==> src/hw/tile_dec_pkg.sv <==
/*
 * Pixel, coefficient, residual and row types
 * Block constants for the lossless 4x4 tile decoder
 */
package tile_dec_pkg;

    // ==========================================================
    // Block geometry and pixel range
    // ==========================================================
    localparam int BLK     = 4;
    localparam int PIX_W   = 10;
    localparam int PIX_MAX = 1023;
    // Stand-in for a neighbour outside the tile
    localparam int PIX_MID = 512;

    // ==========================================================
    // Scalar and row types
    // ==========================================================
    typedef logic [PIX_W-1:0]   pixel_t;
    typedef logic signed [15:0] coef_t;
    typedef logic signed [17:0] resid_t;

    // Element 0 is the leftmost sample, at the lowest address
    typedef coef_t  [BLK-1:0] coef_row_t;
    typedef resid_t [BLK-1:0] resid_row_t;
    typedef pixel_t [BLK-1:0] pix_row_t;

    // Prediction row tagged with its place in the tile
    typedef struct packed {
        pix_row_t    pix;
        logic [15:0] blk_col;
        logic [15:0] pix_row;
    } pred_row_t;

endpackage

==> src/hw/block_scan_ctrl.sv <==
/*
 * Tile controller: raster walk over 4x4 blocks
 * Issues one prediction request per block and flags tile completion
 */
`timescale 1ns/1ps

module block_scan_ctrl #(
    parameter int MAX_WIDTH  = 128,
    parameter int MAX_HEIGHT = 128
) (
    input  logic        clk,
    input  logic        rst_n,
    input  logic        start,
    input  logic [15:0] frame_width,
    input  logic [15:0] frame_height,
    input  logic        blk_done,
    output logic        pred_start,
    output logic [15:0] blk_x,
    output logic [15:0] blk_y,
    output logic        tile_busy,
    output logic        tile_done
);
    import tile_dec_pkg::*;

    // Enough room for every block of the largest tile
    localparam int MAX_BLOCKS = (MAX_WIDTH / BLK) * (MAX_HEIGHT / BLK);
    localparam int CNT_W      = $clog2(MAX_BLOCKS + 1);

    logic [15:0]      blocks_x;
    logic [15:0]      blocks_y;
    logic [31:0]      total_blocks;
    logic [CNT_W-1:0] done_cnt;
    logic             last_blk;

    assign total_blocks = blocks_x * blocks_y;
    assign last_blk     = (32'(done_cnt) + 32'd1 == total_blocks);

    always_ff @(posedge clk or negedge rst_n) begin
        if (!rst_n) begin
            blocks_x   <= '0;
            blocks_y   <= '0;
            blk_x      <= '0;
            blk_y      <= '0;
            done_cnt   <= '0;
            pred_start <= 1'b0;
            tile_busy  <= 1'b0;
            tile_done  <= 1'b0;
        end else begin
            pred_start <= 1'b0;
            tile_done  <= 1'b0;
            if (start && !tile_busy) begin
                // Partial blocks at the edge count as whole ones
                blocks_x   <= 16'((17'(frame_width) + 17'(BLK - 1)) / 17'(BLK));
                blocks_y   <= 16'((17'(frame_height) + 17'(BLK - 1)) / 17'(BLK));
                blk_x      <= '0;
                blk_y      <= '0;
                done_cnt   <= '0;
                tile_busy  <= 1'b1;
                pred_start <= 1'b1;
            end else if (tile_busy && blk_done) begin
                if (last_blk) begin
                    tile_busy <= 1'b0;
                    tile_done <= 1'b1;
                end else begin
                    done_cnt   <= done_cnt + 1'b1;
                    pred_start <= 1'b1;
                    // Raster order, wrap to the next block row
                    if (blk_x == blocks_x - 16'd1) begin
                        blk_x <= '0;
                        blk_y <= blk_y + 16'd1;
                    end else begin
                        blk_x <= blk_x + 16'd1;
                    end
                end
            end
        end
    end

endmodule

==> config.mk <==
export PLATFORM = sky130hd
export DESIGN_NAME = block_scan_ctrl
export DESIGN_NICKNAME = d
export VERILOG_FILES = /design/src/hw/tile_dec_pkg.sv /design/src/hw/block_scan_ctrl.sv
export SDC_FILE = /design/constraint.sdc
export NUM_CORES = 1
export LEC_CHECK = 0
export ABC_AREA = 1
export BUFFER_PORTS_ARGS = -buffer_cell sky130_fd_sc_hd__buf_2
export CAP_MARGIN = 25
export CORE_UTILIZATION = 40
export CTS_CLUSTER_DIAMETER = 60
export DETAILED_ROUTE_END_ITERATION = 10
export HOLD_SLACK_MARGIN = 0.1
export PLACE_DENSITY = 0.68
export RECOVER_POWER = 25
export SLEW_MARGIN = 5
export SYNTH_ARGS = -nofsm -noshare
export SYNTH_HDL_FRONTEND = slang
export SYNTH_SLANG_ARGS = --single-unit
==> constraint.sdc <==
create_clock -name clk -period 8.46 [get_ports clk]
set_input_delay 0.423 -clock clk [delete_from_list [all_inputs] [get_ports clk]]
set_output_delay 0.423 -clock clk [all_outputs]
set_load 0.1 [all_outputs]
# --- After elaboration in Yosys (flattened, before gate mapping) ---
# Index checks and enable logic that the tools add are counted.
word_totals:
  reg_bits: 76
classes:
  add_sub_neg: 7
  multipliers: 1
  n_reduce_logical: 9
  n_eq_ne: 3
  muxes: 20
op_table:
  columns: ["operator", "count"]
  rows:
  - ["two-way mux 16 bit", 8]
  - ["adder 16 x 2 -> 17 bit (second input constant)", 2]
  - ["two-way mux 11 bit", 3]
  - ["adder 16 x 1 -> 16 bit (second input constant)", 2]
  - ["== test 12 x 30 -> 1 bit", 1]
  - ["multiplier 15 x 15 -> 30 bit", 1]
  - ["== test 16 bit", 1]
  - ["subtractor 15 x 1 -> 16 bit (second input constant)", 1]
  - ["adder 11 x 1 -> 12 bit (second input constant)", 1]
  - ["adder 11 x 1 -> 11 bit (second input constant)", 1]
  - ["two-way mux 1 bit", 9]
  - ["nonzero test 2 bit", 3]
  - ["AND reduction 2 bit", 2]
  - ["AND reduction 3 bit", 1]
  - ["logical AND 1 bit", 2]
  - ["!= test 2 x 1 -> 1 bit (second input constant)", 1]
  - ["logical NOT 1 bit", 1]

# --- Logic depth before layout (Yosys ltp) ---
depth:
  ltp_word: 6
  mapped_depth: 35
  mapped_depth_nobuf: 32

# --- Least setup slack after synthesis ---
# OpenSTA, ideal clock, no wires.
synth_path:
  path_kind: "reg2reg"
  from: "register blocks_x[13]"
  to: "register blk_y[3]"
  setup_slack_ns: 2.536
  stages_incl_launch_ff: 30
  arrival_ns: 5.802
  required_ns: 8.337
  setup_ns: 0.123
  path_cell_list: "dfrtp_1 -> clkbuf_1 -> buf_1 -> nand2_1 -> fa_1 -> inv_1 -> fa_1 -> inv_1 -> fa_1 -> fa_1 -> fa_1 -> inv_1 -> fa_1 -> ha_1 -> nand2_1 -> inv_1 -> nand2_1 -> nor3_1 -> nand2_1 -> nand3_1 -> nand2_1 -> nor2_1 -> nand2_1 -> nor2_1 -> nand2_1 -> nor2_1 -> nand3_1 -> buf_2 -> nand3_1 -> nand2_1"
synth_between:
  elab_chain_cells: 4
  word_cells_on_any_way: 7
synth_rtl:
  columns: ["element", "line_no", "source"]
  rows:
  - ["start: declaration", "block_scan_ctrl.sv:29", "logic [15:0] blocks_x;"]
  - ["start signal: assignment", "block_scan_ctrl.sv:53", "blocks_x <= 16'((17'(frame_width) + 17'(BLK - 1)) / 17'(BLK));"]
  - ["multiplier 15 x 15 -> 30 bit or subtractor 15 x 1 -> 16 bit (tied branches)", "block_scan_ctrl.sv:35, block_scan_ctrl.sv:68", null]
  - ["== test 12 x 30 -> 1 bit or == test 16 bit (tied branches)", "block_scan_ctrl.sv:36, block_scan_ctrl.sv:68", null]
  - ["!= test 2 x 1 -> 1 bit (no source line) or nonzero test 2 bit (tied branches)", null, null]
  - ["AND reduction 3 bit (no source line) (*)", null, null]
  - ["end signal: assignment", "block_scan_ctrl.sv:70", "blk_y <= blk_y + 16'd1;"]
  - ["end: declaration", "block_scan_ctrl.sv:19", "output logic [15:0] blk_y,"]
# Every way passes the cells marked *; elsewhere a longest branch is shown, timed or not.
# A chain may end at the register's enable or synchronous reset.

# --- Worst setup path in the final report ---
layout_path:
  from: "register blocks_x[11]"
  to: "register blk_y[12]"
# The elaborated chain is that of the path after synthesis.

==> reports/results.txt <==
Crit Path Category - reg2reg
Worst-Skew Late Latency - 0.36 ns
Critical path buffers and inverters - 4
area growth from synthesis to layout - 6.49%
core footprint - 32900 µm²
# fillers - 3382
cts repair resizes - 0
HPWL Detailed - 27600 µm
Initial Util - 41.1%
Fin Setup TNS - 0 ns
Tcrit/Tclk final - 85.6%
CTS tree - yes
Final Max Slew Viols - 56
Iteration-0 DRC Markers - 840
Yosys Warn Count - 0
syn_nets - 2277
number of instances in the synthesized netlist - 1976
Port Buffers - 70
Die Span Y - 186 µm
CP Data Arrival Time - 7.54 ns
flip-flop and latch count after synthesis - 76
Detailed Route WL - 34600 µm
EDFF count, synth - 0
status - finished with violations
failing checks - capacitance limit, slew limit
CP startpoint - blocks_x[11]$_DFFE_PN0P_
WHS Path Cells - 3
share of layout cells above drive strength 1 - 6.41%
vias - 12.1k
RSZ-0062 raised after global routing - false
HP Start - start
final net count - 2276
vias in the first global route - 11.8k
CP required - 8.75 ns
number of setup violations in the final report - 0
Setup Fix Bufs, Post-CTS - 0
asr flop ratio synth - 100%
MaxCap Viol Count - 1
Die ar. - 34500 µm²
syn avg cell area - 6.84 µm²
Finished Cell Area - 14400 µm²
kind of end point of the critical path - register
Slew @ Worst Pin - 3.13 ns
Hold Fails Final Rpt - 0
Clk Tree Root Cell - clkbuf_16
DRC Markers - 0
Synth cell types - 40
CTS H-tree depth - 3
Clock Tree Buf Depth - 2
R2R Path Start - blocks_x[11]$_DFFE_PN0P_
CP Max Fanout - 20
average wire per standard cell - 14.3 µm
Final Skew - 0.0107 ns
Via density - 4.99
Total Routing Usage GR - 21.1%
global-route wire length before repair - 58500 µm
CP max stage cell - dfrtp_1
Num CTS Buffers - 9
Hold Buf Count CTS - 0
initial antenna violation count - 0
startpoint types - register
critical path's largest stage delay - 0.99 ns
most common cell after layout, fill and taps aside - nand2_1
boundary pin count - 71
min-delay worst type - in2reg
Worst R2R Path Depth - 27
cell area after placement - 14100 µm²
cell mode on critical path - nand2_1
Period minus WS final - 7.24 ns
Post-Syn Area - 13500 µm²
clock-pin slew on the worst setup and hold paths - 0.06 ns
main flop type after synthesis - dfrtp_1
post-synthesis sequential area ratio - 14.1%
Slew HR - -109%
RePlAce Congestion - 0.906
clk sinks - 76
most frequent cells in the layout - 673 x nand2_1, 392 x inv_1, 167 x fa_1
largest net degree at the start of global routing - 77
Peak Freq - 138 MHz
gr ovfl total - 0
# rows - 66
drt pass-1 iters - 5
crit-path leading delay family - adder cells
Worst path depth - 27
DRT antenna net count - 0
Die Span X - 186 µm
path summary, 6_finish.rpt:
kind	to	slack (ns)
max	blk_y[12]$_DFFE_PN0P_	1.22
min in group asynchronous	blocks_x[5]$_DFFE_PN0P_	0.85
max in group asynchronous	done_cnt[2]$_DFFE_PN0P_	4.08
min	tile_busy$_DFFE_PN0P_	0.30
max reg2reg	blk_y[12]$_DFFE_PN0P_	1.22
min reg2reg	blk_y[10]$_DFFE_PN0P_	0.52
layer usage:
layer | GRT usage (%) | up-vias | share of wire, %
li1 | - | 5929 | -
met1 | 29.1 | 5766 | 46
met2 | 34.8 | 343 | 47
met3 | 3.31 | 48 | 5.4
met4 | 4.39 | 0 | 1.6
met5 | 0 | - | 0
area by class of cell:
cell class | count | area (µm²) | share of cell area [%]
clock inverter | 6 | 95.1 | 0.660
antenna | 1 | 2.50 | 0.0174
timing repair buffer | 76 | 393 | 2.73
tap | 442 | 553 | 3.84
multi-input combinational | 1405 | 9700 | 67.3
sequential | 76 | 1900 | 13.2
inverter | 407 | 1530 | 10.6
clock buffer | 10 | 229 | 1.59
metrics by stage:
step / hold WS (ns) / util, % / setup WS [ns] / instances
floorplan: 0.127 / - / 2.54 / 1976
global placement: 0.504 / 42.8 / 1.26 / 2404
detailed placement: 0.511 / 42.8 / 1.21 / 2404
CTS: 0.282 / 43.8 / 1.20 / 2420
global route: 0.308 / 43.8 / 0.693 / 2422
finish: 0.300 / 43.8 / 1.22 / 2423
logic make-up after synthesis:
kind of cell	synth area share, %
XOR/XNOR	3.04
adder cells (fa/ha/maj)	33.8
buffers and inverters	14.2
AND/OR/NAND/NOR	31.7
AO/OA/AOI/OAI	3.11
flip-flops	14.1
state kept, by name, summed over array words and instances (netlist names):
signal and cells:
blk_x 16, blk_y 16, blocks_x 15, blocks_y 15, done_cnt 11, pred_start 1, tile_busy 1, tile_done 1
cells in the mapped netlist, types with 2 or more instances:
library cell	n	share of area, %
inv_2	14	0.39
nand2_1	673	19
buf_2	14	0.52
buf_1	12	0.33
nand2_2	3	0.14
nand3_2	2	0.15
xnor2_1	10	0.65
dfrtp_1	76	14
nand2_4	2	0.17
buf_6	5	0.42
nand3b_1	11	0.61
nor3_1	10	0.37
or2_2	2	0.093
a21o_1	2	0.11
nor2_4	4	0.33
nand3_1	126	4.7
o21ai_1	2	0.074
nor4_1	4	0.19
ha_1	98	9.1
and2_1	2	0.093
inv_1	393	11
nor2_2	7	0.32
o21bai_1	3	0.17
xor2_1	37	2.4
buf_4	3	0.17
nand4_1	52	2.4
o22ai_1	5	0.23
clkbuf_1	53	1.5
o31ai_1	7	0.39
a21oi_1	30	1.1
o21ai_0	20	0.74
fa_1	167	25
nor2_1	120	3.3
worst register-to-register path, stage by stage, from the launching register on:
cell and delay [ns]:
dfrtp_1 0.99, nand2_1 0.20, fa_1 0.57, inv_1 0.06, fa_1 0.53, inv_1 0.05
fa_1 0.52, fa_1 0.44, fa_1 0.55, inv_1 0.06, fa_1 0.49, ha_1 0.38
nand2_1 0.10, inv_1 0.09, nand2_1 0.07, nor3_1 0.35, nand2_1 0.12, nand3_1 0.11
nand2_1 0.08, nor2_1 0.11, nand2_1 0.06, nor2_1 0.08, nand2_1 0.05, nor2_1 0.09
nand3_1 0.47, nand2_4 0.41, nand2_1 0.09, nand2_1 0.06
Power is not shown: default switching activity piles up to over one toggle a cycle in this logic, so the estimate is an artifact.
