`src/hw/tile_dec_pkg.sv`:
```
/*
 * Pixel, coefficient, residual and row types
 * Block constants for the lossless 4x4 tile decoder
 */
package tile_dec_pkg;

    // ==========================================================
    // Block geometry and pixel range
    // ==========================================================
    localparam int BLK     = 4;
    localparam int PIX_W   = 10;
    localparam int PIX_MAX = 1023;
    // Stand-in for a neighbour outside the tile
    localparam int PIX_MID = 512;

    // ==========================================================
    // Scalar and row types
    // ==========================================================
    typedef logic [PIX_W-1:0]   pixel_t;
    typedef logic signed [15:0] coef_t;
    typedef logic signed [17:0] resid_t;

    // Element 0 is the leftmost sample, at the lowest address
    typedef coef_t  [BLK-1:0] coef_row_t;
    typedef resid_t [BLK-1:0] resid_row_t;
    typedef pixel_t [BLK-1:0] pix_row_t;

    // Prediction row tagged with its place in the tile
    typedef struct packed {
        pix_row_t    pix;
        logic [15:0] blk_col;
        logic [15:0] pix_row;
    } pred_row_t;

endpackage

```
`src/hw/inv_wht4x4.sv`:
```
/*
 * Inverse 4x4 Walsh-Hadamard transform
 * Row gather buffer, row and column passes, double-buffered output
 */
`timescale 1ns/1ps

module inv_wht4x4 (
    input  logic                     clk,
    input  logic                     rst_n,
    input  tile_dec_pkg::coef_row_t  coef_data,
    input  logic                     coef_valid,
    output logic                     coef_ready,
    output tile_dec_pkg::resid_row_t res_row,
    output logic                     res_valid,
    input  logic                     res_ready
);
    import tile_dec_pkg::*;

    // Two passes grow a 16-bit input by four bits
    typedef logic signed [19:0] acc_t;
    typedef acc_t [BLK-1:0]     acc_row_t;

    coef_row_t  in_buf   [BLK];
    resid_row_t out_buf  [BLK];
    acc_row_t   row_pass [BLK];
    resid_row_t tx_rows  [BLK];

    logic [1:0] in_cnt;
    logic [1:0] out_idx;
    logic       in_full;
    logic       out_full;
    logic       in_fire;
    logic       move;
    logic       out_of_reset;

    // 4-point Hadamard butterfly
    function automatic acc_row_t wht4(acc_row_t a);
        acc_row_t o;
        o[0] = a[0] + a[1] + a[2] + a[3];
        o[1] = a[0] + a[1] - a[2] - a[3];
        o[2] = a[0] - a[1] - a[2] + a[3];
        o[3] = a[0] - a[1] + a[2] - a[3];
        return o;
    endfunction

    // ==========================================================
    // Transform of the gathered block
    // ==========================================================
    always_comb begin : tx_comb
        acc_row_t a;
        acc_row_t col;
        acc_t     v;
        for (int r = 0; r < BLK; r++) begin
            for (int c = 0; c < BLK; c++) begin
                a[c] = in_buf[r][c];
            end
            row_pass[r] = wht4(a);
        end
        for (int c = 0; c < BLK; c++) begin
            for (int r = 0; r < BLK; r++) begin
                a[r] = row_pass[r][c];
            end
            col = wht4(a);
            for (int r = 0; r < BLK; r++) begin
                v             = col[r] >>> 2;
                tx_rows[r][c] = resid_t'(v);
            end
        end
    end

    // ==========================================================
    // Handshake and buffer control
    // ==========================================================
    // Stall only when both buffers hold a block, and low in reset
    assign coef_ready = out_of_reset && !(in_full && out_full);
    assign in_fire    = coef_valid && coef_ready;
    assign move       = in_full && !out_full;
    assign res_valid  = out_full;
    assign res_row    = out_buf[out_idx];

    always_ff @(posedge clk or negedge rst_n) begin
        if (!rst_n) begin
            out_of_reset <= 1'b0;
            in_cnt       <= '0;
            in_full      <= 1'b0;
            out_idx      <= '0;
            out_full     <= 1'b0;
        end else begin
            out_of_reset <= 1'b1;
            if (move) begin
                in_full <= 1'b0;
            end
            // A row taken during a move lands in slot 0
            if (in_fire) begin
                in_cnt <= in_cnt + 2'd1;
                if (in_cnt == 2'd3) begin
                    in_full <= 1'b1;
                end
            end
            if (move) begin
                out_full <= 1'b1;
                out_idx  <= '0;
            end else if (out_full && res_ready) begin
                out_idx <= out_idx + 2'd1;
                if (out_idx == 2'd3) begin
                    out_full <= 1'b0;
                end
            end
        end
    end

    always_ff @(posedge clk) begin
        if (in_fire) begin
            in_buf[in_cnt] <= coef_data;
        end
        if (move) begin
            out_buf <= tx_rows;
        end
    end

endmodule

```
`config.mk`:
```
export PLATFORM = sky130hd
export DESIGN_NAME = inv_wht4x4
export DESIGN_NICKNAME = d
export VERILOG_FILES = /design/src/hw/tile_dec_pkg.sv /design/src/hw/inv_wht4x4.sv
export SDC_FILE = /design/constraint.sdc
export NUM_CORES = 2
export LEC_CHECK = 0
export ABC_AREA = 1
export BUFFER_PORTS_ARGS = -buffer_cell sky130_fd_sc_hd__buf_4
export CELL_PAD_IN_SITES_DETAIL_PLACEMENT = 1
export CELL_PAD_IN_SITES_GLOBAL_PLACEMENT = 2
export CORE_ASPECT_RATIO = 0.6
export CORE_UTILIZATION = 41
export CTS_BUF_LIST = sky130_fd_sc_hd__clkbuf_4 sky130_fd_sc_hd__clkbuf_8
export DETAILED_ROUTE_END_ITERATION = 8
export PLACE_DENSITY = 0.91
export RECOVER_POWER = 50
export SLEW_MARGIN = 20
export SYNTH_ARGS = -nofsm -noshare
export SYNTH_HDL_FRONTEND = slang
export SYNTH_SLANG_ARGS = --single-unit
```
`constraint.sdc`:
```
create_clock -name clk -period 17 [get_ports clk]
set_input_delay 3.4 -clock clk [delete_from_list [all_inputs] [get_ports clk]]
set_output_delay 3.4 -clock clk [all_outputs]
set_load 0.01 [all_outputs]
```
After elaboration in Yosys (flattened, before gate mapping)
Memory sizes are Yosys's and may differ from the RTL's.
Index checks and enable logic that the tools add are counted.

word-level totals
  flip-flop bits (word level) = 295
  RAM bits = 256
  output and inout bits = 74
  word-level logic and storage cells = 131
  memories = 1

cells by class
  add/sub/neg operators = 82
  $lt $le $gt $ge = 1
  equal/unequal tests = 2
  mux-type cells = 13
  bitwise operators = 1
  reductions and logical operators = 10

memories
  memory  words  width  rd ports  clocked after Yosys merged registers in  wr ports  line              source
  in_buf  4      64     4         0                                        1         inv_wht4x4.sv:23  coef_row_t in_buf [BLK];

operators by type and width
  kind                 count
  $add 20x20->20       10
  $sub 20x20->20       10
  $add 20x19->20       8
  $sub 20x19->20       8
  $add 18x16->19       8
  $sub 18x16->19       8
  $add 17x16->18       8
  $bmux 72 s2          1
  $mux 72              2
  $sub 17x16->18       8
  $add 16x16->17       4
  $sub 16x16->17       4
  $add 19x19->20       2
  $sub 19x19->20       2
  $mux 1               8
  $logic_and 1x1->1    5
  $add 2x1->2 const B  2
  $eq 2x2->1 const B   2
  $mux 2               2
  $reduce_bool 2->1    2
  $ge 3x3->1 const B   1
  $not 2->3            1
  $logic_not 1->1      2
  $reduce_and 2->1     1

Logic depth before layout (Yosys ltp)
  depth in word-level cells = 6
  depth in mapped cells = 46
  mapped depth without buffers = 44

Worst setup path after synthesis
Ideal clock, no wire load.

  kind = register -> register
  start point = register out_full, in the netlist res_valid
  end point = register out_buf[0] (netlist bit) (enable)
  setup time = 0.950 ns
  arrival = 12.539 ns
  slack = 3.511 ns
  stages on the path, launching flop included = 3
  buffers on the path = 1
  clock period less this slack = 13.489 ns
  cells stage by stage = dfrtp_1 -> clkbuf_1 -> nor2_1

between the ends
  word-level cells in the longest chain between the ends = 2

RTL lines
  item                    line               source
  start, declared         inv_wht4x4.sv:31   logic out_full;
  start signal, assigned  inv_wht4x4.sv:87   out_full <= 1'b0;
  start signal, assigned  inv_wht4x4.sv:101  out_full <= 1'b1;
  start signal, assigned  inv_wht4x4.sv:106  out_full <= 1'b0;
  $logic_not 1->1         inv_wht4x4.sv:77   assign move = in_full && !out_full;
  $logic_and 1x1->1       inv_wht4x4.sv:77
  named net move          inv_wht4x4.sv:33   logic move;
  end signal, assigned    inv_wht4x4.sv:117  out_buf <= tx_rows;
  end, declared           inv_wht4x4.sv:24   resid_row_t out_buf [BLK];

The timed path passes the listed nets, and every way through them passes these cells.
A chain may end at the register's enable or synchronous reset.

Worst setup path in the final report
  start point = register out_full, in the netlist res_valid
  end point = register out_buf[196] (netlist bit) (enable)

Same word-level chain as after synthesis.

==> results.md <==
* complete, but fails checks — result of the run
* max-capacitance violations, max-slew violations — failing checks
* 0 — aggregate global routing overflow
* 93.4 MHz — maximum clock rate
* 12188 — dpl cells
* 0 — number of hold buffers added after cts
* 6.30 ns — worst setup slack for register-to-register paths
* 3 — maximum level of the CTS H-tree
* 66 — count of cell types in the netlist
* 7.17% — area growth from synthesis to layout
* 510 mm — first-pass GRT wire length
* sky130_fd_sc_hd__edfxtp_1 — commonest register cell after synthesis
* no — RSZ-0062 raised after global routing
* 7 — drt first pass iters
* 0.06 ns — post-CTS clock slew at the launch and capture registers of the worst setup and hold paths
* 0.189 mm² — Total Die Area
* 11.06 ns — CP Data Arrival Time
* 1.06 — last weighted congestion value of the routability-driven placer
* -509% — Rel. slew slack
* res_valid — endpoint of the worst hold-timing path
* 3 — number of buffers on the longest clock path
* 99 — total CTS buffers
* 144 — critical-path maximum fanout
* 142 — top-level port count
* 7 — max_cap viols
* 337 µm — die height
* 0 — final hold vios
* 0.129 ns — clk_skew
* 141 — total of buffers placed on input and output ports
* out_buf[196] — worst reg2reg endpoint
* 0 — Yosys warnings
* 8706 — number of design-rule violations left by the first detailed-router iteration
* 145 — largest net degree at the start of global routing
* sky130_fd_sc_hd__nand2_1 — most frequent standard cell in the layout excluding fill and tap cells
* 29.2 µm — routed wire length per instance
* 7.94 µm² — Post-Syn Area per Cell
* reg2reg — Tightest Hold Check Type
* 0 — total of cells resized after clock tree synthesis
* 63.0% — Final Cycle Share
* 544 — number of flops mapped to enable cells by yosys
* 1765 x sky130_fd_sc_hd__nand2_1, 1555 x sky130_fd_sc_hd__inv_1, 880 x sky130_fd_sc_hd__ha_1 — top library cells by usage in the layout, fill and taps aside
* 5.82 — Via density
* 9.13 ns — transition at the pin with the smallest max-transition slack
* 11339 — final layout net count
* 10.70 ns — final critical path time including I/O delays and setup
* 0 — DRC Markers
* 9683 — number of instances in the synthesized netlist
* 1.27% — Async S/R FF share, synth
* flip-flop — type of element launching the critical path
* 0.93 ns — insertion delay to the later sink of the worst-skew pair
* 0 ns — sum of negative setup slack
* 551 — flop and latch count out of synthesis
* res_valid — start of the worst register-to-register path
* reg2reg — Crit Path Class
* 0.185 mm² — placeable core area
* flip-flop — kind of capture point of the worst setup path
* 122 — site row count
* 5.03% — share of final-layout standard cells stronger than drive strength 1
* 37.4% — Tot GR Track Use
* 17.36 ns — critical path required time
* 21.5% — sequential-to-total area share from yosys stat
* 12376 — post-route insts no fill
* 435 — number of slew-limit violations in the final report
* 6.30 ns — minimum setup slack in the final design
* 551 — CTS sink count
* 561 µm — die width
* 11213 — post-synthesis net count
* built — clock tree from TritonCTS
* 42 — antenna violations before repair
* 72058 — DR vias
* 70625 — number of global-route vias before repair
* 0 — setup fix buffers added after clock tree synthesis
* 7.97 ns — setup slack after placement
* 0 — number of endpoints failing setup at the final stage
* sky130_fd_sc_hd__clkbuf_8 — clock root buffer
* 362 mm — total wire length
* in_full — HP Start
* 316 mm — half-perimeter wire length of the detailed placement result
* 0 — Post-DRT Antenna Nets
* 0.0769 mm² — Post-Syn Area
* 41.5% — initial core utilization
* 2 — cell depth of the worst hold path
* 3 — Worst Reg2Reg Path Length in Cells
state kept, by name, indices dropped and copies added (netlist names):
signal and count:
out_of_reset 1, in_buf 256, in_cnt 2, res_valid 1, out_idx 2, out_buf 288
in_full 1
per-layer routing:
layer / up-vias / GRT usage, % / routed length, µm
met5: - / 0 / 93
met4: 14 / 7.57 / 7670
met2: 3423 / 49.4 / 134000
met1: 36437 / 58.1 / 175000
li1: 31824 / - / -
met3: 360 / 11.8 / 45100
cells by family (layout without fill, tap and decap cells):
kind of cell	Yosys count	after routing	synth area share (%)
buffers and inverters	1758	1963	8.83
adder cells (fa/ha/maj)	1462	1462	29.5
flip-flops	551	551	21.5
XOR/XNOR	703	703	8.02
other	1	9	0.00488
AO/OA/AOI/OAI	1887	1887	14.1
AND/OR/NAND/NOR	3321	3321	18.1
layout make-up:
cell class | count | area, µm²
antenna | 8 | 20.0
clock buffer | 121 | 1540
clock inverter | 59 | 547
fill | 22740 | 103000
inverter | 1625 | 6100
multi-input combinational | 7374 | 53600
sequential | 551 | 16500
tap | 2480 | 3100
timing repair buffer | 158 | 920
critical path, cell delays in order (launching register included):
cell                       delay, ns
sky130_fd_sc_hd__dfrtp_1        0.49
sky130_fd_sc_hd__nor2_4         0.14
sky130_fd_sc_hd__clkbuf_1       6.28
sky130_fd_sc_hd__clkbuf_1       3.08
worst max-delay path by stage:
stage | end | cells past startpoint | startpoint
floorplan | out_buf[0] | 2 | res_valid
global placement | out_buf[251] | 35 | in_buf[1][10]
detailed placement | out_buf[251] | 38 | in_buf[1][10]
CTS | out_buf[251] | 38 | in_buf[1][10]
global route | out_buf[189] | 3 | res_valid
finish | out_buf[196] | 3 | res_valid
cell usage after synthesis, types with 55 or more instances:
cell type                     n  share of area, %
sky130_fd_sc_hd__inv_2       63              0.31
sky130_fd_sc_hd__ha_1       880                14
sky130_fd_sc_hd__inv_1     1556               7.6
sky130_fd_sc_hd__nor3_1      89              0.58
sky130_fd_sc_hd__a21o_1      68              0.66
sky130_fd_sc_hd__nand4_1     94              0.77
sky130_fd_sc_hd__nand2_1   1765               8.6
sky130_fd_sc_hd__o21bai_1    83              0.81
sky130_fd_sc_hd__edfxtp_1   544                21
sky130_fd_sc_hd__xor2_1     551               6.3
sky130_fd_sc_hd__a21oi_2     55              0.63
sky130_fd_sc_hd__nand3_1    441               2.9
sky130_fd_sc_hd__o22ai_1     72              0.59
sky130_fd_sc_hd__nor2_1     791               3.9
sky130_fd_sc_hd__o21ai_0    449               2.9
sky130_fd_sc_hd__o21ai_1    131              0.85
sky130_fd_sc_hd__fa_1       582                15
sky130_fd_sc_hd__xnor2_1    151               1.7
sky130_fd_sc_hd__a21oi_1    789               5.1
per-stage QoR:
| step | hold slack [ns] | cell area (µm²) | utilization, % |
|---|---|---|---|
| 6_report | 0.586 | 82400 | 44.4 |
| 5_1_grt | 0.612 | 82400 | 44.4 |
| 4_1_cts | 0.580 | 82600 | 44.6 |
| 3_5_place_dp | 0.561 | 80500 | 43.5 |
| 3_3_place_gp | 0.534 | 80500 | 43.5 |
| 2_1_floorplan | 0.479 | 76900 | - |
Power is not shown: default switching activity piles up to over one toggle a cycle in this logic, so the estimate is an artifact.
