==> src/hw/tile_dec_pkg.sv <==
/*
 * Pixel, coefficient, residual and row types
 * Block constants for the lossless 4x4 tile decoder
 */
package tile_dec_pkg;

    // ==========================================================
    // Block geometry and pixel range
    // ==========================================================
    localparam int BLK     = 4;
    localparam int PIX_W   = 10;
    localparam int PIX_MAX = 1023;
    // Stand-in for a neighbour outside the tile
    localparam int PIX_MID = 512;

    // ==========================================================
    // Scalar and row types
    // ==========================================================
    typedef logic [PIX_W-1:0]   pixel_t;
    typedef logic signed [15:0] coef_t;
    typedef logic signed [17:0] resid_t;

    // Element 0 is the leftmost sample, at the lowest address
    typedef coef_t  [BLK-1:0] coef_row_t;
    typedef resid_t [BLK-1:0] resid_row_t;
    typedef pixel_t [BLK-1:0] pix_row_t;

    // Prediction row tagged with its place in the tile
    typedef struct packed {
        pix_row_t    pix;
        logic [15:0] blk_col;
        logic [15:0] pix_row;
    } pred_row_t;

endpackage

==> src/hw/dc_intra_pred.sv <==
/*
 * DC intra predictor for 4x4 blocks
 * Top line and left column buffers fed from reconstructed rows
 */
`timescale 1ns/1ps

module dc_intra_pred #(
    parameter int MAX_WIDTH = 128
) (
    input  logic                    clk,
    input  logic                    rst_n,
    input  logic                    pred_start,
    input  logic [15:0]             blk_x,
    input  logic [15:0]             blk_y,
    input  logic                    tile_busy,
    input  logic                    fb_valid,
    input  tile_dec_pkg::pix_row_t  fb_row,
    input  logic [15:0]             fb_x,
    input  logic [15:0]             fb_y,
    output tile_dec_pkg::pred_row_t pred_row,
    output logic                    pred_valid,
    input  logic                    pred_ready
);
    import tile_dec_pkg::*;

    localparam int COLS  = MAX_WIDTH / BLK;
    localparam int IDX_W = $clog2(COLS);

    // Bottom row of the latest block in each block column
    pix_row_t    top_line [COLS];
    // Rightmost pixel of each row of the previous block
    pix_row_t    left_col;

    logic [15:0] cur_x;
    logic [15:0] cur_y;
    logic        has_top;
    logic        has_left;
    logic        calc;
    logic        emit;
    logic [1:0]  row_idx;
    logic [11:0] sum_top;
    logic [11:0] sum_left;
    pixel_t      dc_next;
    pixel_t      dc;

    // ==========================================================
    // Neighbour buffers
    // ==========================================================
    always_ff @(posedge clk) begin
        if (!tile_busy) begin
            for (int i = 0; i < COLS; i++) begin
                top_line[i] <= {BLK{pixel_t'(PIX_MID)}};
            end
            left_col <= {BLK{pixel_t'(PIX_MID)}};
        end else if (fb_valid) begin
            if (fb_y[1:0] == 2'd3) begin
                top_line[fb_x[IDX_W-1:0]] <= fb_row;
            end
            left_col[fb_y[1:0]] <= fb_row[BLK-1];
        end
    end

    // ==========================================================
    // DC value
    // ==========================================================
    always_comb begin
        sum_top  = '0;
        sum_left = '0;
        for (int c = 0; c < BLK; c++) begin
            sum_top  = sum_top + 12'(top_line[cur_x[IDX_W-1:0]][c]);
            sum_left = sum_left + 12'(left_col[c]);
        end
        if (has_top && has_left) begin
            dc_next = pixel_t'((13'(sum_top) + 13'(sum_left) + 13'd4) >> 3);
        end else if (has_top) begin
            dc_next = pixel_t'((sum_top + 12'd2) >> 2);
        end else if (has_left) begin
            dc_next = pixel_t'((sum_left + 12'd2) >> 2);
        end else begin
            dc_next = pixel_t'(PIX_MID);
        end
    end

    // Request latched, DC computed next cycle, then four rows out
    always_ff @(posedge clk or negedge rst_n) begin
        if (!rst_n) begin
            calc    <= 1'b0;
            emit    <= 1'b0;
            row_idx <= '0;
        end else begin
            calc <= pred_start;
            if (calc) begin
                emit    <= 1'b1;
                row_idx <= '0;
            end else if (emit && pred_ready) begin
                row_idx <= row_idx + 2'd1;
                if (row_idx == 2'd3) begin
                    emit <= 1'b0;
                end
            end
        end
    end

    always_ff @(posedge clk) begin
        if (pred_start) begin
            cur_x    <= blk_x;
            cur_y    <= blk_y;
            has_top  <= (blk_y != 16'd0);
            has_left <= (blk_x != 16'd0);
        end
        if (calc) begin
            dc <= dc_next;
        end
    end

    assign pred_valid = emit;

    always_comb begin
        pred_row.pix     = {BLK{dc}};
        pred_row.blk_col = cur_x;
        pred_row.pix_row = {cur_y[13:0], row_idx};
    end

endmodule

==> config.mk <==
export PLATFORM = sky130hd
export DESIGN_NAME = dc_intra_pred
export DESIGN_NICKNAME = d
export VERILOG_FILES = /design/src/hw/tile_dec_pkg.sv /design/src/hw/dc_intra_pred.sv
export SDC_FILE = /design/constraint.sdc
export NUM_CORES = 2
export LEC_CHECK = 0
export BUFFER_PORTS_ARGS = -buffer_cell sky130_fd_sc_hd__clkbuf_2
export CAP_MARGIN = 20
export CELL_PAD_IN_SITES_DETAIL_PLACEMENT = 1
export CELL_PAD_IN_SITES_GLOBAL_PLACEMENT = 2
export CORE_MARGIN = 2
export CORE_UTILIZATION = 42
export DETAILED_ROUTE_END_ITERATION = 10
export GPL_TIMING_DRIVEN = 0
export PLACE_DENSITY_LB_ADDON = 0.05
export SYNTH_ARGS = -nofsm -noshare
export SYNTH_HDL_FRONTEND = slang
export SYNTH_SLANG_ARGS = --single-unit
==> constraint.sdc <==
create_clock -name clk -period 6.3 [get_ports clk]
set_clock_uncertainty 0.15 [all_clocks]
set_input_delay 1.26 -clock clk [delete_from_list [all_inputs] [get_ports clk]]
set_output_delay 1.26 -clock clk [all_outputs]
set_load 0.05 [all_outputs]
Word-level counts from Yosys, hierarchy flattened:

Memory sizes are Yosys's and may differ from the RTL's. A register that Yosys moved wholly into a read port is not among the register bits.
Cells that the tools add are included.

* bits in writable memories: 1280
* bits of input ports: 110
* memories kept: 1
* output and inout bits: 73
* logic and storage cells: 57
* bits in registers: 86

* reductions and logical operators: 9
* equal/unequal tests: 2
* magnitude comparators: 2
* add/sub/neg operators: 11
* multiplexer cells: 20

Memories
* top_line: words 32, width 40, read ports 1, clocked after Yosys merged registers in 1, wr ports 32, RTL line dc_intra_pred.sv:30 `pix_row_t top_line [COLS];`

Operators with widths (number)
* 40-bit bitwise mux: 1
* 10-bit two-way mux: 4
* 40-bit two-way mux: 1
* 40-bit OR reduction: 1
* 16-bit nonzero test: 2
* 11-bit by 10-bit adder with 12-bit output: 2
* 12-bit by 10-bit adder with 12-bit output: 2
* 12-bit by 2-bit adder with 12-bit output (second input constant): 2
* 10-bit by 10-bit adder with 11-bit output: 2
* 10-bit demux with 2-bit select: 1
* 12-bit by 12-bit adder with 13-bit output: 1
* 13-bit by 3-bit adder with 13-bit output (second input constant): 1
* 5-bit two-way mux: 2
* 1-bit two-way mux: 9
* 2-bit equality test (second input constant): 2
* 2-bit two-way mux: 2
* 2-bit nonzero test: 2
* 1-bit logical AND: 3
* 2-bit by 3-bit less-than comparator with 1-bit output (second input constant): 1
* 2-bit by 1-bit adder with 2-bit output (second input constant): 1
* 2-bit by 1-bit >= comparator with 1-bit output (second input constant): 1
* 2-bit AND reduction: 1

Depth between registers and ports, before layout:

* depth in word-level cells: 7
* depth in mapped cells: 27
* mapped depth without buffers: 24

Worst setup path before layout:

No wires, ideal clock.

* kind: flip-flop to flip-flop
* start: reg (tool-made name)
* end: reg dc[8] (data pin)
* arrival time: 6.158 ns
* required time: 5.895 ns
* cell stages (with the launch flop): 25
* library setup time: 0.255 ns
* slack: -0.263 ns
* period minus slack after synthesis: 6.563 ns
* path buffers: 3
* cell sequence: dfxtp_1 > clkbuf_1 > clkbuf_1 > buf_2 > mux4_2 > mux4_2 > mux2i_1 > fa_1 > fa_1 > inv_1 > ha_1 > a21o_1 > and4_1 > nor3_1 > nor3_1 > or2_2 > ha_1 > ha_1 > or3_1 > o21ai_0 > a21oi_1 > a21oi_1 > xor2_1 > o22ai_1 > a31o_1

RTL lines
* end signal: assignment: RTL line dc_intra_pred.sv:112 `dc <= dc_next;`
* end: declaration: RTL line dc_intra_pred.sv:44 `pixel_t dc;`

==> summary by stage <==
Logic synthesis
The proportion of synthesized chip area in sequential cells is 63.8%. The synthesized design contains 1,322 enable-type register cells. Counting every instance in the synthesized netlist gives approximately 4,000. Synthesis produced a netlist with a net count of 4,220.

Synthesis inferred 1,371 register bits. The mapped cell area is 63,800 um2. The synthesized netlist contains 62 unique library cells. The most used flip-flop cell after synthesis is edfxtp_1. During synthesis, Yosys emitted a total of 0 warnings. The average cell area after synthesis is 15.9 um2. The async set-reset flop share out of synthesis is 0.292%.

Placement
The HPWL reported at the end of detailed placement is 161 mm. The count of buffers from port buffering is 148. The congestion estimate from routability-driven global placement came to 0.847.

Floorplan
The number of placement rows is between 100 and 150. The overall die area is 155,000 um2. The height of the die is 394 um. The count of pins on the block boundary is 183. The starting utilization of the core area is between 40 and 50%. The horizontal extent of the die is 394 um. The total area inside the core boundary comes to between 150,000 and 200,000 um2.

Global route
The overall overflow remaining after global route is 0. met2 is the most crowded layer. The aggregate global-route resource usage is a little under 30%.

The met3 track demand over resource is 5.05%. The number of global-route vias before repair is 39,200. For met2 alone, demand over resource in global routing was 47.0%. The number of antenna violations at the first check in global routing is 11.

The maximum number of pins on one net before global-route repair is 39. The first global-routing pass estimated between 300 and 400 mm of wire. Global routing used 39.3% of the available met1 tracks.

CTS
The clock net in this run drives a total of 1,371 sinks. The clock input transition at the sequential cells of the worst setup and hold paths is 0.06 ns. The library cell used as clock root buffer is clkbuf_16. The deepest level of the CTS H-tree is 4. Buffers inserted to repair hold after CTS numbered 0.

The number of clock buffers inserted by TritonCTS is 155. TritonCTS built the clock tree. The later-pin clock latency in the skew report is 0.81 ns. The clock tree buffer depth is 3.

STA
The period utilization is 114%. Setup violations remaining at the end of the flow were counted as 7. Across all setup checks in the final design, the least slack found is -0.856 ns. The max-slew violation total from the final report is 0.

After layout, the minimum clock period comes to 7.16 ns. On the final layout, the worst hold slack is 0.0996 ns. Derived from the worst setup path, the maximum achievable clock frequency is 140 MHz. The transition time at the pin with the least slew margin is 1.28 ns.

The count of final hold-check violations is 0. For the final routed database, the setup TNS stands at -4.12 ns. Setup repair after global routing could not meet its margin everywhere.

In this run the tightest slew margin relative to its limit is between 10 and 15%.

Pwr
The power density normalized to cell area is 377 nW/um2. For this design the static power due to leakage is between 0.02 and 0.03 uW. The maximum vdd ir drop is 0.557 mV.

Setup path
The type of the setup path with the least slack is reg2reg. At the worst endpoint, the arrival time is 7.56 ns. The largest fanout of any net on the critical path is 8.

STA classifies the critical path endpoint as a register. The worst-case reg-to-reg path depth is 26. The startpoint type of the worst setup path is a register. For the worst setup path, the data required time is approximately 6.7 ns.

Routing
The iteration-0 DRC count of the detailed router is about 4,000. The mean number of vias per cell is ~5.7. The routed design has 224 mm of wire. The routed wirelength normalized by instance count is around 34 um. The final route contains 37,700 vias. The remaining routing DRC violations is 0. The count of nets left with antenna violations once routing finished came out at 0. For this run, the detailed router's first-pass iteration total came to 5.

Worst hold path
The classification of the worst-slack hold path is in2async.

Layout
The filler cells instantiated in the layout total 14,400. The sequential cells in the finished layout cover a total of 40,700 um2. Of the cells placed in the final design, the portion with a size suffix greater than 1 is between 20% and 30%. The number of nets at the end of the flow is approximately 4,700. Compared with the post-synthesis result, the final layout area differs by 18.9%. The leading cell type in the layout, fill and taps excluded is edfxtp_1.

The library cells used most frequently in the layout, excluding fill and tap cells, are edfxtp_1, and2_1, mux4_2, clkbuf_1, clkbuf_2. At the end of the flow the core is filled with cells to between 50% and 60%. The multi-input logic area is roughly 22,000 um2.

Outcome
The run finished, with violations left. The checks that failed: negative setup slack.

Run
The max-capacitance violation count is 0.
## cells in the mapped netlist (28+ instances only)
cell type  count  share of area [%]
or3_1        133                1.3
o21ai_0       41               0.32
inv_1         28               0.16
ha_1          46               0.90
and2_1      1154                 11
clkbuf_1     329                1.9
buf_2         32               0.25
buf_4         30               0.35
nand2_1       67               0.39
fa_1          40                1.3
nor2_1        58               0.34
dfxtp_1       45                1.4
mux2i_1       57               0.89
mux4_2       400                 14
edfxtp_1    1322                 62
## path summary, 6_finish.rpt
check | slack (ns) | from | to
worst max-delay path | -0.86 | register | dc[8]$_DFFE_PP_
worst min-delay path | 0.1 | rst_n | row_idx[1]$_DFFE_PN0P_
worst max register to register | -0.86 | register | dc[8]$_DFFE_PP_
worst min register to register | 0.33 | left_col[30]$_SDFFE_PN0P_ | left_col[30]$_SDFFE_PN0P_
max in group asynchronous | 5.78 | rst_n | calc$_DFF_PN0_
min in group clk | 0.33 | left_col[30]$_SDFFE_PN0P_ | left_col[30]$_SDFFE_PN0P_
## timing repair
item	CTS	global route
resized for setup	223	20
pin swaps	25	21
buffers inserted	31	20
gates cloned	3	0
endpoints found under the setup margin	10	10
hold endpoints to repair	0	0
## per-layer routing
layer | vias up | share of wire (%)
li1 | 15900 | -
met1 | 20100 | 41
met2 | 1414 | 48
met3 | 294 | 6.6
met4 | 4 | 3.8
met5 | - | 0.013
## state kept, by name, indices dropped and copies added (netlist names), named ones only
| signal | flops |
|---|---|
| cur_x | 16 |
| has_left | 1 |
| row_idx | 2 |
| top_line | 1280 |
| left_col | 40 |
| pred_valid | 1 |
| has_top | 1 |
| dc | 10 |
| cur_y | 14 |
| calc | 1 |
## layout make-up
cell class	count	area share, %
sequential	1371	53.6
multi-input combinational	2218	29.2
buffer	403	3.22
clock inverter	67	0.674
antenna	3	0.00989
timing repair buffer	305	4.21
inverter	29	0.143
clock buffer	214	5.54
tap	2030	3.35
## stage by stage
step	instance area [um2]	setup WS, ns	total power (uW)	cells
6_report	75900	-0.856	28600	6640
5_1_grt	75900	-1.01	29800	6637
4_1_cts	75500	-0.821	28000	6610
3_5_place_dp	69500	-2.32	18200	6298
3_3_place_gp	67300	-4.69	18100	6202
2_1_floorplan	64000	0.000514	15800	4024
## where the power goes
group	total, uW	switching (uW)	internal, uW
registers	10700	177	10500
logic	9250	5140	4110
clock network	8650	3810	4840
## cells by family after synthesis
group / synth area share [%]
AOI/OAI and AO/OA: 1.25
and+or+nand+nor: 14.3
xor gates and xnor gates: 0.547
buffers and inverters: 2.83
muxes: 15.2
DFF: 63.8
adders and majority gates: 2.16
## worst max-delay path: stages (launching register included)
cell	delay (ns)
dfxtp_2	0.33
clkbuf_16	0.19
clkbuf_16	0.22
buf_16	0.16
mux4_2	0.55
mux4_2	0.57
mux2i_4	0.27
fa_2	0.56
fa_1	0.48
inv_1	0.08
ha_2	0.17
inv_2	0.04
fa_2	0.34
nor2b_2	0.18
o31a_1	0.23
o31a_1	0.29
o21ai_2	0.11
xnor2_2	0.22
ha_1	0.27
ha_2	0.19
or3_4	0.37
o21ai_2	0.07
a21oi_2	0.06
a21oi_2	0.14
xor2_1	0.25
o22ai_2	0.15
a31o_1	0.21
No activity file was read; power rests on OpenSTA's default activity.
