===== src/hw/tile_dec_pkg.sv =====
/*
 * Pixel, coefficient, residual and row types
 * Block constants for the lossless 4x4 tile decoder
 */
package tile_dec_pkg;

    // ==========================================================
    // Block geometry and pixel range
    // ==========================================================
    localparam int BLK     = 4;
    localparam int PIX_W   = 10;
    localparam int PIX_MAX = 1023;
    // Stand-in for a neighbour outside the tile
    localparam int PIX_MID = 512;

    // ==========================================================
    // Scalar and row types
    // ==========================================================
    typedef logic [PIX_W-1:0]   pixel_t;
    typedef logic signed [15:0] coef_t;
    typedef logic signed [17:0] resid_t;

    // Element 0 is the leftmost sample, at the lowest address
    typedef coef_t  [BLK-1:0] coef_row_t;
    typedef resid_t [BLK-1:0] resid_row_t;
    typedef pixel_t [BLK-1:0] pix_row_t;

    // Prediction row tagged with its place in the tile
    typedef struct packed {
        pix_row_t    pix;
        logic [15:0] blk_col;
        logic [15:0] pix_row;
    } pred_row_t;

endpackage


===== src/hw/row_fifo.sv =====
/*
 * Small valid/ready FIFO with a type-parameterized payload
 */
`timescale 1ns/1ps

module row_fifo #(
    parameter type payload_t  = logic,
    parameter int  FIFO_DEPTH = 4
) (
    input  logic     clk,
    input  logic     rst_n,
    input  payload_t in_data,
    input  logic     in_valid,
    output logic     in_ready,
    output payload_t out_data,
    output logic     out_valid,
    input  logic     out_ready
);
    localparam int PTR_W = (FIFO_DEPTH > 1) ? $clog2(FIFO_DEPTH) : 1;

    payload_t         mem [FIFO_DEPTH];
    logic [PTR_W-1:0] wr_ptr;
    logic [PTR_W-1:0] rd_ptr;
    logic [PTR_W:0]   count;
    logic             push;
    logic             pop;

    // Pointer wrap for depths that are not a power of two
    function automatic logic [PTR_W-1:0] next_ptr(logic [PTR_W-1:0] p);
        return (p == PTR_W'(FIFO_DEPTH - 1)) ? '0 : p + 1'b1;
    endfunction

    assign in_ready  = (count != (PTR_W + 1)'(FIFO_DEPTH));
    assign out_valid = (count != '0);
    assign out_data  = mem[rd_ptr];
    assign push      = in_valid && in_ready;
    assign pop       = out_valid && out_ready;

    always_ff @(posedge clk or negedge rst_n) begin
        if (!rst_n) begin
            wr_ptr <= '0;
            rd_ptr <= '0;
            count  <= '0;
        end else begin
            if (push) begin
                wr_ptr <= next_ptr(wr_ptr);
            end
            if (pop) begin
                rd_ptr <= next_ptr(rd_ptr);
            end
            case ({push, pop})
                2'b10:   count <= count + 1'b1;
                2'b01:   count <= count - 1'b1;
                default: count <= count;
            endcase
        end
    end

    always_ff @(posedge clk) begin
        if (push) begin
            mem[wr_ptr] <= in_data;
        end
    end

endmodule


===== src/hw/recon_merge.sv =====
/*
 * Reconstruction: residual plus prediction, clipped to the pixel range
 * Row write-out with address, feedback to the predictor, block done
 */
`timescale 1ns/1ps

module recon_merge #(
    parameter int FIFO_DEPTH = 4
) (
    input  logic                     clk,
    input  logic                     rst_n,
    input  logic [15:0]              frame_width,
    input  tile_dec_pkg::resid_row_t res_row,
    input  logic                     res_valid,
    output logic                     res_ready,
    input  tile_dec_pkg::pred_row_t  pred_row,
    input  logic                     pred_valid,
    output logic                     pred_ready,
    output tile_dec_pkg::pix_row_t   recon_data,
    output logic [31:0]              recon_addr,
    output logic                     recon_wr_en,
    output logic                     fb_valid,
    output tile_dec_pkg::pix_row_t   fb_row,
    output logic [15:0]              fb_x,
    output logic [15:0]              fb_y,
    output logic                     blk_done
);
    import tile_dec_pkg::*;

    resid_row_t        res_q;
    logic              res_q_valid;
    pred_row_t         pred_q;
    logic              pred_q_valid;
    logic              pop;
    logic [1:0]        row_cnt;
    pix_row_t          sum_row;
    logic [31:0]       addr_next;
    logic signed [19:0] rv;
    logic signed [19:0] pv;
    logic signed [19:0] sum;

    row_fifo #(
        .payload_t  (resid_row_t),
        .FIFO_DEPTH (FIFO_DEPTH)
    ) u_res_fifo (
        .clk       (clk),
        .rst_n     (rst_n),
        .in_data   (res_row),
        .in_valid  (res_valid),
        .in_ready  (res_ready),
        .out_data  (res_q),
        .out_valid (res_q_valid),
        .out_ready (pop)
    );

    row_fifo #(
        .payload_t  (pred_row_t),
        .FIFO_DEPTH (FIFO_DEPTH)
    ) u_pred_fifo (
        .clk       (clk),
        .rst_n     (rst_n),
        .in_data   (pred_row),
        .in_valid  (pred_valid),
        .in_ready  (pred_ready),
        .out_data  (pred_q),
        .out_valid (pred_q_valid),
        .out_ready (pop)
    );

    // Rows pair up in order, so both heads belong together
    assign pop = res_q_valid && pred_q_valid;

    always_comb begin
        for (int c = 0; c < BLK; c++) begin
            rv  = res_q[c];
            pv  = {10'd0, pred_q.pix[c]};
            sum = rv + pv;
            if (sum < 0) begin
                sum_row[c] = '0;
            end else if (sum > PIX_MAX) begin
                sum_row[c] = pixel_t'(PIX_MAX);
            end else begin
                sum_row[c] = sum[PIX_W-1:0];
            end
        end
        addr_next = 32'(pred_q.pix_row) * 32'(frame_width)
                  + 32'(pred_q.blk_col) * BLK;
    end

    always_ff @(posedge clk or negedge rst_n) begin
        if (!rst_n) begin
            recon_wr_en <= 1'b0;
            blk_done    <= 1'b0;
            row_cnt     <= '0;
        end else begin
            recon_wr_en <= pop;
            blk_done    <= pop && (row_cnt == 2'd3);
            if (pop) begin
                row_cnt <= row_cnt + 2'd1;
            end
        end
    end

    always_ff @(posedge clk) begin
        if (pop) begin
            recon_data <= sum_row;
            recon_addr <= addr_next;
            fb_x       <= pred_q.blk_col;
            fb_y       <= pred_q.pix_row;
        end
    end

    // Feedback carries the same registered row as the write port
    assign fb_valid = recon_wr_en;
    assign fb_row   = recon_data;

endmodule


===== config.mk =====
export PLATFORM = sky130hd
export DESIGN_NAME = recon_merge
export DESIGN_NICKNAME = d
export VERILOG_FILES = /design/src/hw/tile_dec_pkg.sv /design/src/hw/row_fifo.sv /design/src/hw/recon_merge.sv
export SDC_FILE = /design/constraint.sdc
export NUM_CORES = 1
export LEC_CHECK = 0
export ABC_AREA = 1
export BUFFER_PORTS_ARGS = -buffer_cell sky130_fd_sc_hd__buf_2
export CORE_MARGIN = 2
export CORE_UTILIZATION = 30
export DETAILED_ROUTE_END_ITERATION = 8
export HOLD_SLACK_MARGIN = 0.15
export SYNTH_ARGS = -nofsm -noshare
export SYNTH_HDL_FRONTEND = slang
export SYNTH_SLANG_ARGS = --single-unit

===== constraint.sdc =====
create_clock -name clk -period 10.84 [get_ports clk]
set_input_delay 0.542 -clock clk [delete_from_list [all_inputs] [get_ports clk]]
set_output_delay 0.542 -clock clk [all_outputs]
set_load 0.005 [all_outputs]

## After elaboration in Yosys (flattened, before gate mapping)

Memory sizes are Yosys's and may differ from the RTL's.
Index checks and enable logic that the tools add are counted.

| cells by class | value |
|---|---|
| reductions and logical operators | 10 |
| mux-type cells | 14 |
| shifts and indexed selects | 0 |
| add/sub/neg operators | 14 |
| divide/modulo/power cells | 0 |
| multipliers | 1 |
| eq/ne operators | 11 |
| order comparisons | 8 |
| bitwise gates (word level) | 0 |

Operators with widths:

| kind | count |
|---|---|
| $add A18 B11 Y19 | 4 |
| $gt A19 B11 Y1 const B | 4 |
| $lt A19 B1 Y1 const B | 4 |
| $mux W10 | 4 |
| $add A32 B18 Y32 | 1 |
| $mul A16 B16 Y32 | 1 |
| $eq A2 B2 Y1 const B | 7 |
| $pmux W3 S2 | 2 |
| $add A2 B1 Y2 const B | 5 |
| $mux W2 | 4 |
| $add A3 B1 Y3 const B | 2 |
| $logic_and A1 B1 Y1 | 6 |
| $ne A3 B3 Y1 const B | 2 |
| $reduce_bool A3 Y1 | 2 |
| $sub A3 B1 Y3 const B | 2 |
| $eq A2 B1 Y1 const B | 2 |
| $mux W1 | 4 |
| $reduce_bool A2 Y1 | 2 |

| storage, ports and cells | value |
|---|---|
| register bits | 122 |
| memories kept | 2 |
| memory bits (writable) | 576 |
| bits in latches | 0 |
| ROM bits | 0 |
| output and inout bits | 149 |

Memory list:

| name | words | width | read ports | clocked after Yosys merged registers in | wr ports | RTL line | text |
|---|---|---|---|---|---|---|---|
| u_pred_fifo.mem | 4 | 72 | 1 | 0 | 1 | row_fifo.sv:21 | `payload_t mem [FIFO_DEPTH];` |
| u_res_fifo.mem | 4 | 72 | 1 | 0 | 1 | row_fifo.sv:21 |  |

## Depth between registers and ports, before layout

| depth | value |
|---|---|
| depth in word-level cells | 5 |
| depth in mapped cells | 31 |
| gate-level depth less buffers | 28 |

## By module

Synthesis repeated with hierarchy kept, for this count alone.

| second synthesis, totals | value |
|---|---|
| cell total of the unflattened synthesis | 3,828 |
| area total of the unflattened synthesis | 40,548.9 sq um |

Modules (own cells, without submodules):

| module | area an instance (sq um) | cells an instance | instances |
|---|---|---|---|
| row_fifo | 12,084.1 | 898 | 2 |
| recon_merge | 16,380.7 | 2,032 | 1 |

## Least setup slack after synthesis

OpenSTA, ideal clock, no wires.

| path | value |
|---|---|
| kind | register to register |
| start point | register u_pred_fifo.rd_ptr[0] |
| end point | register recon_addr[23], data pin |
| cell stages (with the launch flop) | 32 |
| data arrival time | 6.224 ns |
| path buffers | 3 |
| slack | 4.358 ns |
| data required time | 10.582 ns |
| cell sequence | dfrtp_1 clkbuf_1 inv_2 clkbuf_1 nand2_1 nand3_1 nand2_1 inv_1 clkbuf_1 nand2_1 fa_1 inv_1 fa_1 inv_1 fa_1 inv_1 fa_1 fa_1 inv_1 fa_1 inv_1 ha_1 a21oi_1 inv_1 a21oi_1 o21ai_0 a21oi_1 inv_1 a21oi_1 nor2_1 nor2_1 xnor2_1 |

RTL lines:

| what | RTL line | text |
|---|---|---|
| start: declaration | row_fifo.sv:23 | `logic [PTR_W-1:0] rd_ptr;` |
| start signal: assignment | row_fifo.sv:49 | `rd_ptr <= next_ptr(rd_ptr);` |
| end signal: assignment | recon_merge.sv:107 | `recon_addr <= addr_next;` |
| end: declaration | recon_merge.sv:20 | `output logic [31:0] recon_addr,` |

## Final worst setup path

| path | value |
|---|---|
| start point | register u_pred_fifo.rd_ptr[0] |
| end point | register recon_addr[23], data pin |

| between the ends | value |
|---|---|
| longest elaborated chain between the ends | 3 |

Ends and longest elaborated chain:

| what | RTL line | text |
|---|---|---|
| $mem_v2 Z4 W72 (*) | -- |  |
| $mul A16 B16 Y32 | recon_merge.sv:86 | `addr_next = 32'(pred_q.pix_row) * 32'(frame_width)` |
| $add A32 B18 Y32 (*) | recon_merge.sv:87 | `+ 32'(pred_q.blk_col) * BLK;` |
| via addr_next[23] | recon_merge.sv:37 | `logic [31:0] addr_next;` |

Mark *: on every way through the listed nets, which the timed path passes. The rest lies on a longest branch.
A chain may end at the register's enable or synchronous reset.

==> results.toml <==
[detailed_routing]
viasPerCell = 4.68
num_vias = 26600
ant_nets = 0
drt_pass1_iterations = 5
totalWireLength_um = 106000
routedWlPerCell_um = 18.7
drcViolationCount = 0
drt_iter0_markers = 1755

[sta]
final-setup-viol-count = 0
skew_ns = 0.0335
grt_setup_unrepaired = "false"
worst_slew_pin_slew_ns = 1.01
hold_viol_final = 0
fin_tns_setup_ns = 0
relSlewSlack_pct = 32.7
fmax_mhz = 121
maxSlewViolCount = 0
min_period_ns = 8.25
period_share_pct = 76.1

[final_layout]
stdcell_count = 5680
drive_gt1_share_pct = 13.4
final_util_pct = 35.8
layout.nets = 4479
final_cell_mix = "edfxtp_1, nand2_1, inv_1"
fin_area_sq_mm = 0.0456
area_growth_pct = 18.8
layout_commonest_cell = "edfxtp_1"

[setup_path]
path_common_cell = "inv_1"
crit_path_start_kind = "flop"
critPathBufInv = 10
worstSetupEndpointType = "flop"
crit_path_max_fanout = 78
cp_slowest_cell = "dfrtp_4"
cp.arrival_ns = 8.65
criticalPathCategory = "reg2reg"
critical-path-top-delay-family = "adder cells"
cp.required_ns = 11.25
r2r_setup_slack_ns = 2.59
max_stage_delay_ns = 0.78

[clocking]
clock_latency_ns = 0.68
cts_buffers = 80
clockRootBuffer = "clkbuf_16"
clockBufferDepth = 3
htree_levels = 3
clkSlewWorstSetupHoldPaths_ns = 0.06
cts_tree = "yes"
cts_setup_buffers = 0
clkSinkCount = 698

[grt]
grt_pass1_vias = 26500
grt_pass1_wl_um = 161000
grt-ovfl-total = 0
antenna_found_initial = 32
grt_max_degree = 92
grt_usage_pct = 16.0

[yosys]
synth-edff-count = 680
synth.area.top_cells = "edfxtp_1, fa_1, nand2_1"
syn_avg_cell_area_sq_um = 10.8
ys.flop_type = "edfxtp_1"
synth.distinct_cells = 48
yosysWarnings = 0
async_reset_ff_share_pct = 2.58
synth_largest_area_cell = "edfxtp_1"
synth_top_area_share_pct = 53.2
ys_seq_area_share_pct = 54.4
synth_nets = 4080
syn_area_sq_mm = 0.0384
synth_cells = 3543
synth-seq-cells = 698

[die]
dieArea_sq_mm = 0.131
ios = 313
core_region_area_sq_mm = 0.127
rows = 131
initial_core_util_pct = 30.1
die_h_um = 362
dieWidth_um = 362

[min_path]
hold_class = "in2async"

[placement]
gp_congestion = 0.925
port_buffers = 312
post-place-cells = 5377
dp_hpwl_um = 74800
placed_area_sq_mm = 0.0414

[outcome]
status = "complete, no violations"

[run]
maxCapViolCount = 0
==> layout make-up <==
type | instances | area, sq um
diodes | 13 | 32.5
clock buffers | 91 | 2060
clock inverters | 54 | 667
fillers | 12500 | 81700
inverters | 455 | 1720
multi-input cells | 2227 | 15000
flip-flops and latches | 698 | 20900
well taps | 1662 | 2080
repair buffers | 480 | 3190
==> what timing repair did <==
action | in CTS | in global routing
hold buffers | 145 | 0
endpoints found under the hold margin | 594 | 0
resized for setup | 0 | 0
==> worst paths after layout <==
kind                                             from               endpoint  cells after the start
max in group asynchronous                       rst_n  u_pred_fifo.rd_ptr[0]                      2
worst max register to register  u_pred_fifo.rd_ptr[0]         recon_addr[23]                     29
worst max-delay path            u_pred_fifo.rd_ptr[0]         recon_addr[23]                     29
min in group clk                       frame_width[0]          recon_addr[0]                      3
worst min-delay path                            rst_n    u_res_fifo.count[0]                      2
worst min register to register    u_res_fifo.count[0]    u_res_fifo.count[0]                      1
==> worst reg2reg max path: cells and delay by family, from the launching register on <==
family / cells / cell delay, ns
buffers and inverters: 10 / 2.26
flip-flops: 1 / 0.78
XOR/XNOR: 1 / 0.07
adder cells (fa/ha/maj): 7 / 3.32
AO/OA/AOI/OAI: 5 / 0.87
AND/OR/NAND/NOR: 6 / 0.71
==> cells in the mapped netlist, types with 9 or more instances <==
cell,n
inv_1,437
o21ai_1,12
ha_1,157
nand2_1,674
inv_2,10
nor2_2,10
nand3_1,167
o21a_1,13
a21oi_2,12
xnor2_1,27
edfxtp_1,680
nor2_1,400
fa_1,216
dfrtp_1,18
nand4_1,9
buf_2,11
buf_6,11
a21o_1,9
o21ai_0,209
a31oi_1,16
o22ai_1,84
buf_1,10
a21oi_1,97
xor2_1,28
a32oi_1,13
clkbuf_1,86
nor3_1,10
nand2_2,22
buf_4,44
==> metrics by stage <==
step,setup slack (ns),hold WS (ns)
floorplan,4.36,0.246
global placement,2.57,0.464
detailed placement,2.50,0.464
CTS,2.49,0.373
global route,1.96,0.402
finish,2.59,0.418
==> metal layers <==
layer,track usage [%],vias to the layer above,wire length (um)
li1,-,12700,-
met1,20.7,13000,46000
met2,27.2,686,51000
met3,3.62,179,6390
met4,4.00,40,2390
met5,0,-,249
==> state kept, by name (all words and copies together), names as in the netlist, 3 cells and up <==
signal,cells
u_pred_fifo.mem,288
u_res_fifo.mem,288
fb_row,40
recon_addr,32
fb_x,16
fb_y,16
u_pred_fifo.count,3
u_res_fifo.count,3
==> kinds of logic (layout without fill, tap and decap cells) <==
family | Yosys count | count (layout) | share of synthesized area [%]
other cells | 0 | 13 | 0
buf+inv | 618 | 1080 | 6.75
compound gates | 484 | 484 | 7.20
fa+ha+maj | 373 | 373 | 16.4
xor+xnor | 55 | 55 | 1.25
flops | 698 | 698 | 54.4
simple gates | 1315 | 1315 | 14.1
Power is not shown: default switching activity piles up to over one toggle a cycle in this logic, so the estimate is an artifact.
